File: src/verilog/chn_add_pkg.sv
package chn_add_pkg;

    ////////////////////
    // datapath sizes
    ////////////////////

    // channels summed into one pixel
    localparam int NUM_CHN = 8;
    // pixels in one row
    localparam int NUM_PIX = 4;

    // serial slice width
    localparam int SLICE_W = 2;
    // slices of an 8-bit operand
    localparam int OPERAND_SLICES = 4;
    // two extra slices carry the sign extension
    localparam int SUM_SLICES = 6;

    // channel sum and accumulator widths
    localparam int SUM_W = 12;
    localparam int PSUM_W = 20;

    // tree carry, enough for eight slices plus itself
    localparam int CARRY_W = 3;
    // counts up to SUM_SLICES
    localparam int CNT_W = 3;

    ////////////////////
    // vector types
    ////////////////////

    typedef logic [SLICE_W-1:0] slice_t;

    // one pixel, channel c at bits c*SLICE_W
    typedef logic [NUM_CHN*SLICE_W-1:0] chn_slices_t;

    // whole row, slot p*NUM_CHN+c
    typedef logic [NUM_PIX*NUM_CHN*SLICE_W-1:0] fms_bus_t;

    typedef logic signed [SUM_W-1:0] sum_t;
    typedef logic signed [PSUM_W-1:0] psum_t;

    // pixel 0 in the low bits
    typedef logic [NUM_PIX*PSUM_W-1:0] psum_bus_t;

    // feeder FSM
    typedef enum logic [1:0] {
        feed_idle,
        feed_load,
        feed_extend
    } feed_state_t;

endpackage

File: src/verilog/channel_addition_core.sv
`timescale 1ns/1ps

module channel_addition_core
    import chn_add_pkg::*;
(
    input  logic      clk,
    input  logic      rst_n,
    input  logic      fms_data_vld,
    input  logic      psum_last,
    input  fms_bus_t  fms_data,
    output logic      in_ready,
    output logic      infms_data_vld,
    output psum_bus_t infms_data
);

    logic                 tree_vld;
    logic                 tree_first;
    logic                 tree_last;
    fms_bus_t             tree_slices;

    logic   [NUM_PIX-1:0] out_vld;
    slice_t [NUM_PIX-1:0] out_slice;

    // only pixel 0 flags go on, all pixels run in lockstep
    logic   [NUM_PIX-1:0] pix_sum_vld;
    logic   [NUM_PIX-1:0] pix_sum_last;
    sum_t   [NUM_PIX-1:0] sums;

    slice_feeder slice_feeder_inst (
        .clk          (clk),
        .rst_n        (rst_n),
        .fms_data_vld (fms_data_vld),
        .fms_data     (fms_data),
        .psum_last    (psum_last),
        .in_ready     (in_ready),
        .tree_vld     (tree_vld),
        .tree_first   (tree_first),
        .tree_last    (tree_last),
        .tree_slices  (tree_slices)
    );

    ////////////////////
    // per pixel lanes
    ////////////////////

    for (genvar p = 0; p < NUM_PIX; p++) begin : g_pix
        serial_adder_tree serial_adder_tree_inst (
            .clk       (clk),
            .rst_n     (rst_n),
            .in_vld    (tree_vld),
            .in_first  (tree_first),
            .in_slices (tree_slices[p*NUM_CHN*SLICE_W +: NUM_CHN*SLICE_W]),
            .out_vld   (out_vld[p]),
            .out_slice (out_slice[p])
        );

        sum_deserializer sum_deserializer_inst (
            .clk      (clk),
            .rst_n    (rst_n),
            .in_vld   (out_vld[p]),
            .in_slice (out_slice[p]),
            .in_last  (tree_last),
            .sum_vld  (pix_sum_vld[p]),
            .sum_last (pix_sum_last[p]),
            .sum      (sums[p])
        );
    end

    psum_accumulator psum_accumulator_inst (
        .clk            (clk),
        .rst_n          (rst_n),
        .sum_vld        (pix_sum_vld[0]),
        .sum_last       (pix_sum_last[0]),
        .sums           (sums),
        .infms_data_vld (infms_data_vld),
        .infms_data     (infms_data)
    );

endmodule

File: src/verilog/psum_accumulator.sv
`timescale 1ns/1ps

module psum_accumulator
    import chn_add_pkg::*;
(
    input  logic                    clk,
    input  logic                    rst_n,
    input  logic                    sum_vld,
    input  logic                    sum_last,
    input  sum_t      [NUM_PIX-1:0] sums,
    output logic                    infms_data_vld,
    output psum_bus_t               infms_data
);

    psum_t acc [NUM_PIX];
    psum_t acc_nxt [NUM_PIX];
    // next sum starts a new accumulation
    logic  fresh;

    ////////////////////
    // add or load
    ////////////////////

    always_comb begin
        for (int p = 0; p < NUM_PIX; p++) begin
            if (fresh) begin
                acc_nxt[p] = psum_t'(sums[p]);
            end else begin
                acc_nxt[p] = acc[p] + psum_t'(sums[p]);
            end
        end
    end

    always_ff @(posedge clk or negedge rst_n) begin
        if (!rst_n) begin
            fresh          <= 1'b1;
            infms_data_vld <= 1'b0;
            for (int p = 0; p < NUM_PIX; p++) begin
                acc[p] <= '0;
            end
        end else begin
            infms_data_vld <= sum_vld && sum_last;
            if (sum_vld) begin
                fresh <= sum_last;
                for (int p = 0; p < NUM_PIX; p++) begin
                    acc[p] <= acc_nxt[p];
                end
            end
        end
    end

    ////////////////////
    // output register
    ////////////////////

    always_ff @(posedge clk) begin
        if (sum_vld && sum_last) begin
            for (int p = 0; p < NUM_PIX; p++) begin
                infms_data[p*PSUM_W +: PSUM_W] <= acc_nxt[p];
            end
        end
    end

endmodule

File: src/verilog/serial_adder_tree.sv
`timescale 1ns/1ps

module serial_adder_tree
    import chn_add_pkg::*;
(
    input  logic        clk,
    input  logic        rst_n,
    input  logic        in_vld,
    input  logic        in_first,
    input  chn_slices_t in_slices,
    output logic        out_vld,
    output slice_t      out_slice
);

    localparam int TOTAL_W = SLICE_W + CARRY_W;

    logic [CARRY_W-1:0] carry;
    logic [TOTAL_W-1:0] total;

    ////////////////////
    // slice sum
    ////////////////////

    // eight unsigned slices plus the carry of the previous slice
    always_comb begin
        if (in_first) begin
            total = '0;
        end else begin
            total = TOTAL_W'(carry);
        end
        for (int c = 0; c < NUM_CHN; c++) begin
            total = total + TOTAL_W'(in_slices[c*SLICE_W +: SLICE_W]);
        end
    end

    ////////////////////
    // registers
    ////////////////////

    always_ff @(posedge clk or negedge rst_n) begin
        if (!rst_n) begin
            out_vld <= 1'b0;
            carry   <= '0;
        end else begin
            out_vld <= in_vld;
            if (in_vld) begin
                // upper bits move on to the next slice
                carry <= total[TOTAL_W-1:SLICE_W];
            end
        end
    end

    always_ff @(posedge clk) begin
        if (in_vld) begin
            out_slice <= total[SLICE_W-1:0];
        end
    end

endmodule

File: src/verilog/slice_feeder.sv
`timescale 1ns/1ps

module slice_feeder
    import chn_add_pkg::*;
(
    input  logic     clk,
    input  logic     rst_n,
    input  logic     fms_data_vld,
    input  fms_bus_t fms_data,
    input  logic     psum_last,
    output logic     in_ready,
    output logic     tree_vld,
    output logic     tree_first,
    output logic     tree_last,
    output fms_bus_t tree_slices
);

    feed_state_t      state;
    // slices already sent for the current group
    logic [CNT_W-1:0] cnt;
    logic             load_done;
    logic             ext_done;
    logic             start;
    fms_bus_t         ext_slices;

    assign load_done = (state == feed_load) && (cnt == CNT_W'(OPERAND_SLICES));
    assign ext_done  = (state == feed_extend) && (cnt == CNT_W'(SUM_SLICES));

    // no new group while the next edge still owes an extension slice
    assign in_ready = !load_done && !((state == feed_extend) && !ext_done);
    assign start    = fms_data_vld && ((state == feed_idle) || ext_done);

    // replicate the sign bit of every slot's top slice
    always_comb begin
        for (int k = 0; k < NUM_PIX*NUM_CHN; k++) begin
            ext_slices[k*SLICE_W +: SLICE_W] = {SLICE_W{tree_slices[k*SLICE_W + SLICE_W - 1]}};
        end
    end

    ////////////////////
    // control
    ////////////////////

    always_ff @(posedge clk or negedge rst_n) begin
        if (!rst_n) begin
            state      <= feed_idle;
            cnt        <= '0;
            tree_vld   <= 1'b0;
            tree_first <= 1'b0;
            tree_last  <= 1'b0;
        end else begin
            tree_first <= 1'b0;
            if (start) begin
                state      <= feed_load;
                cnt        <= CNT_W'(1);
                tree_vld   <= 1'b1;
                tree_first <= 1'b1;
                tree_last  <= psum_last;
            end else begin
                case (state)
                    feed_load: begin
                        cnt <= cnt + 1'b1;
                        if (load_done) begin
                            state <= feed_extend;
                        end
                    end
                    feed_extend: begin
                        if (ext_done) begin
                            state    <= feed_idle;
                            tree_vld <= 1'b0;
                        end else begin
                            cnt <= cnt + 1'b1;
                        end
                    end
                    default: begin
                        tree_vld <= 1'b0;
                    end
                endcase
            end
        end
    end

    // slice register, second extension cycle just holds
    always_ff @(posedge clk) begin
        if (start || ((state == feed_load) && !load_done)) begin
            tree_slices <= fms_data;
        end else if (load_done) begin
            tree_slices <= ext_slices;
        end
    end

endmodule

File: src/verilog/sum_deserializer.sv
`timescale 1ns/1ps

module sum_deserializer
    import chn_add_pkg::*;
(
    input  logic   clk,
    input  logic   rst_n,
    input  logic   in_vld,
    input  slice_t in_slice,
    input  logic   in_last,
    output logic   sum_vld,
    output logic   sum_last,
    output sum_t   sum
);

    logic [CNT_W-1:0] cnt;
    logic             last_q;
    logic             sum_done;

    assign sum_done = in_vld && (cnt == CNT_W'(SUM_SLICES - 1));

    ////////////////////
    // slice counter
    ////////////////////

    always_ff @(posedge clk or negedge rst_n) begin
        if (!rst_n) begin
            cnt      <= '0;
            last_q   <= 1'b0;
            sum_vld  <= 1'b0;
            sum_last <= 1'b0;
        end else begin
            sum_vld <= sum_done;
            if (in_vld) begin
                if (sum_done) begin
                    cnt <= '0;
                end else begin
                    cnt <= cnt + 1'b1;
                end
            end
            // flag belongs to the group whose first slice this is
            if (in_vld && (cnt == '0)) begin
                last_q <= in_last;
            end
            if (sum_done) begin
                sum_last <= last_q;
            end
        end
    end

    // lsb slice enters first, so shift in at the top
    always_ff @(posedge clk) begin
        if (in_vld) begin
            sum <= {in_slice, sum[SUM_W-1:SLICE_W]};
        end
    end

endmodule
File: config.mk
export PLATFORM = sky130hd
export DESIGN_NAME = channel_addition_core
export DESIGN_NICKNAME = d
export VERILOG_FILES = /design/src/verilog/chn_add_pkg.sv /design/src/verilog/channel_addition_core.sv /design/src/verilog/psum_accumulator.sv /design/src/verilog/serial_adder_tree.sv /design/src/verilog/slice_feeder.sv /design/src/verilog/sum_deserializer.sv
export SDC_FILE = /design/constraint.sdc
export NUM_CORES = 1
export LEC_CHECK = 0
export ABC_CLOCK_PERIOD_IN_PS = 11750
export BUFFER_PORTS_ARGS = -buffer_cell sky130_fd_sc_hd__clkbuf_2
export CAP_MARGIN = 20
export CORE_MARGIN = 10
export CORE_UTILIZATION = 45
export DETAILED_ROUTE_END_ITERATION = 10
export GPL_TIMING_DRIVEN = 0
export PLACE_DENSITY = 0.61
export SETUP_SLACK_MARGIN = 0.02
export SYNTH_ARGS = -nofsm -noshare
export SYNTH_HDL_FRONTEND = slang
export SYNTH_SLANG_ARGS = --single-unit
export TNS_END_PERCENT = 50
File: constraint.sdc
create_clock -name clk -period 11.75 [get_ports clk]
set_input_delay 0 -clock clk [delete_from_list [all_inputs] [get_ports clk]]
set_output_delay 0 -clock clk [all_outputs]
set_load 0.005 [all_outputs]
==> summary.txt <==
Detailed routing
  • Via total after detailed routing: about 12,000
  • Routed Antenna Nets: 0
  • DR DRC count: 0
  • Total Routed Length: between 40,000 and 50,000 um
  • Via-to-Cell Ratio: 5.28
  • Routed length per placed instance: ~18 um
  • TritonRoute pass-1 iters: 5
  • 1st-iter DRT viols: 659

Worst setup path
  • Worst Path Arrival: 5.39 ns
  • Logic depth of the worst register-to-register path: 13
  • Setup slack of the worst register-to-register path: 6.78 ns
  • Critical Path Max Stage Delay: around 0.55 ns
  • Largest delay share family, worst path: adder cells
  • Crit path kind: reg2reg
  • R2r startpoint: slice_feeder_inst.tree_first
  • Cell at the slowest stage of the critical path: fa_1
  • R2R Path End: g_pix[3].serial_adder_tree_inst.carry[0]
  • Endpoint kind of the worst setup timing path: register
  • Cell with the most instances on the worst path: fa_1
  • Required arrival time at the worst endpoint: around 12 ns
  • Total buffers and inverters traversed by the critical path: 3
  • Crit-path cells: clkbuf_1 > nor2b_1 > ha_1 > fa_1 > fa_1 > fa_1 > inv_1 > fa_1 > inv_1 > fa_1 > ha_1 > fa_1 > mux2_2
  • Largest fanout of any net on the critical path: 10
  • Startpoint kind of the worst setup timing path: register

Timing
  • Finish-stage setup viols: 0
  • Pin slew with the least headroom to its limit: 0.961 ns
  • Hold slack: 0.285 ns
  • Aggregate negative setup slack: 0 ns
  • Post-route minimum period: between 4 and 5 ns
  • Highest clock frequency the design can meet: between 0.2 and 0.25 GHz
  • Setup repair after global routing missed its margin: false
  • Worst Clk Skew: roughly 0.029 ns
  • Final number of hold-violating endpoints: 0
  • Fraction of the cycle the final worst path needs: between 40% and 50%
  • Max_slew headroom: ~36%
  • Max-slew violation count: 0

Min path
  • Cell count of the worst hold path: 3
  • WHS Endpoint: slice_feeder_inst.tree_slices[43]
  • Source of the worst hold timing path: fms_data[43]
  • Min-delay worst type: in2reg

Yosys
  • Simple-gate share of the synthesized area: 8.59%
  • Post-synth top flop: edfxtp_1
  • Post-Synthesis Mean Instance Area: 11.8 um^2
  • Count of cell types in the netlist: 67
  • Gate count of the mapped netlist: ~1,500
  • Largest cells by area after synthesis: edfxtp_1 (35%), dfrtp_1 (16%), ha_1 (8.5%)
  • Sequential area share after synthesis: between 50 and 60%
  • Adder and majority gate portion of the synthesized area: 15.0%
  • Count of synthesis-stage warnings from yosys: 0
  • Share of the synthesized area in compound gates (AO/OA/AOI/OAI): between 10% and 20%
  • Count of flip-flops with a built-in enable after synthesis: 200
  • Syn Nets: between 1,500 and 2,000
  • Post-synthesis register bit count: approximately 300
  • Library cell occupying the most area in the post-synthesis netlist: edfxtp_1
  • Yosys top cell area share: approximately a third
  • Largest family of logic cells by synthesized area: adder cells
  • Mux share of post-synthesis cell area: about 7.1%
  • Share of async-settable or async-resettable flops after synthesis: around a third
  • Post-Synth XOR/XNOR Area: ~3.8%
  • Post-synthesis instance area: around 17,000 um^2

Power and ir drop
  • Part of the total power dissipated in sequential elements: about half
  • Largest voltage drop on the vdd net: 0.000109 V
  • Clock Power Share: 49.2%
  • Net switching power figure: around 470 uW
  • Int Power: between 1.5 and 2 mW
  • Fraction of power spent switching nets: 20.2%
  • Total power divided by cell area: around 110 nW/um^2
  • Leakage component of the power: a little over 9 nW
  • Gate power share: 1.8%

Run status
  • Result of the run: completed

Global routing
  • Leftover overflow at the end of global routing: 0
  • Initial antenna violation count: 1
  • Pin count of the biggest net entering global routing: 69
  • Via count of the first global-routing pass: between 10,000 and 15,000
  • GR Util All Layers: between 15 and 20%
  • Wire length of the first global-routing pass: between 60,000 and 70,000 um

Clock tree
  • Number of buffers inserted during clock tree synthesis: 36
  • Number of gates resized after cts: 0
  • Latest clock arrival within the worst-skew pair: 0.56 ns
  • # clock sinks: 309
  • Clock slew seen by the registers of the worst setup and hold paths: approximately 0.06 ns
  • Number of H-tree branching levels: 2
  • Clock root buffer: clkbuf_16
  • Clock tree from TritonCTS: yes
  • Post-CTS Repair Setup Buffers: 0
  • Maximum count of clock buffers along a single path: 3

Cells and area
  • Area occupied by multi-input gates: around 7900 um^2
  • Final non-filler cell total: between 2,000 and 2,500
  • Antenna fix cells: 0
  • Total Nets Final: 1,969
  • Share of post-route cells with drive strength above 1: 18.6%
  • Sequential Area: around 8700 um^2
  • Number of fill cells: 3,257
  • Layout area overhead: 19.8%

Flow run
  • Reported max-cap violation count: 0

Placed design
  • Number of buffers inserted by port buffering: 149
  • Placed cell count: 2,130
  • Detailed-placement wirelength estimate: approximately 29,000 um
  • Last weighted congestion value of the routability-driven placer: between 0.9 and 1

Floorplanning
  • Full die area: roughly 47,000 um^2
  • Initial Util: between 40% and 50%
  • DIE WIDTH: around 220 um
  • Std-Cell Core Area: 37,800 um^2
  • Top-Level Pins: 150
  • Die height: between 200 and 250 um
  • Number of cell rows: between 70 and 80
==> metrics by stage <==
stage | util [%] | setup WS (ns) | cell area, um^2 | total power, mW
after floorplan | - | 7.24 | 17300 | 1.17
after global placement | 49.4 | 6.75 | 18700 | 1.19
after detailed placement | 49.7 | 6.77 | 18800 | 1.19
after CTS | 54.8 | 6.73 | 20700 | 2.37
after global routing | 54.8 | 6.56 | 20700 | 2.42
final | 54.8 | 6.78 | 20700 | 2.34
==> cell families (layout without fill, tap and decap cells) <==
family / after synthesis / count (layout)
fa+ha+maj: 174 / 174
xor+xnor: 76 / 76
flops: 309 / 309
mux: 110 / 110
buf+inv: 174 / 463
simple gates: 309 / 309
compound gates: 314 / 314
==> per-layer routing <==
layer	vias to the layer above	track usage [%]	share of wire, %
met5	-	0	0.029
met4	2	4.92	2.0
met3	64	4.37	6.5
met2	298	29.8	49
met1	5815	21.4	43
li1	5777	-	-
==> power by group through the flow <==
stage	Combinational (mW)	Clock (mW)	Sequential, mW
2_1_floorplan	0.00160	0	1.17
3_3_place_gp	0.0211	0	1.17
3_5_place_dp	0.0227	0	1.17
4_1_cts	0.0416	1.18	1.15
5_1_grt	0.0461	1.22	1.15
6_report	0.0421	1.15	1.15
==> worst min-delay path: stages <==
cell and delay, ns:
dlygate4sd3_1 0.52, clkbuf_2 0.09, nor2b_1 0.11
==> repair_timing <==
action                     4_1_cts  5_1_grt
setup endpoints to repair        0        0
hold buffers                    70        0
hold endpoints to repair       178        0
==> Yosys cell counts, drive strengths merged, types with 27 or more instances <==
cell    count
nand2     115
mux2       97
nand3      27
dfrtp     108
edfxtp    200
xnor2      42
nor2b      49
inv       129
a21oi      81
ha        118
nor2       54
xor2       34
fa         56
o21ai     100
clkbuf     36
==> flip-flops by register name, indices dropped and copies added, names as in the netlist, 2 cells and up <==
name	count
psum_accumulator_inst.acc	80
psum_accumulator_inst.infms_data	80
slice_feeder_inst.tree_slices	64
g_pix.sum_deserializer_inst.sum	48
g_pix.serial_adder_tree_inst.carry	12
g_pix.serial_adder_tree_inst.out_slice	8
g_pix.sum_deserializer_inst.cnt	3
slice_feeder_inst.cnt	3
slice_feeder_inst.state	2
==> layout make-up <==
class,instances,area share [%]
timing repair buffer,223,7.59
inverter,130,2.35
clock inverter,20,1.15
tap,511,3.08
multi-input combinational,983,38.2
buffer,44,0.814
clock buffer,46,4.67
sequential,309,42.1
==> cells in the final DEF (no fill, tap or decap), drive strengths merged, types with 42 or more instances in the layout <==
cell / count
o21ai: 100
ha: 118
dlygate4sd3: 69
nor2b: 49
inv: 131
xnor2: 42
edfxtp: 200
a21oi: 81
nor2: 54
nand2: 115
mux2: 97
fa: 56
dfrtp: 108
clkbuf: 231
==> worst max-delay path by stage <==
stage / depth (start not counted) / endpoint / startpoint
2_1_floorplan: 13 / g_pix[2].serial_adder_tree_inst.carry[0] / slice_feeder_inst.tree_first
3_3_place_gp: 13 / g_pix[3].serial_adder_tree_inst.carry[0] / slice_feeder_inst.tree_first
3_5_place_dp: 13 / g_pix[3].serial_adder_tree_inst.carry[0] / slice_feeder_inst.tree_first
4_1_cts: 13 / g_pix[3].serial_adder_tree_inst.carry[0] / slice_feeder_inst.tree_first
5_1_grt: 13 / g_pix[3].serial_adder_tree_inst.carry[0] / slice_feeder_inst.tree_first
6_report: 13 / g_pix[3].serial_adder_tree_inst.carry[0] / slice_feeder_inst.tree_first
No activity file was read; power rests on OpenSTA's default activity.
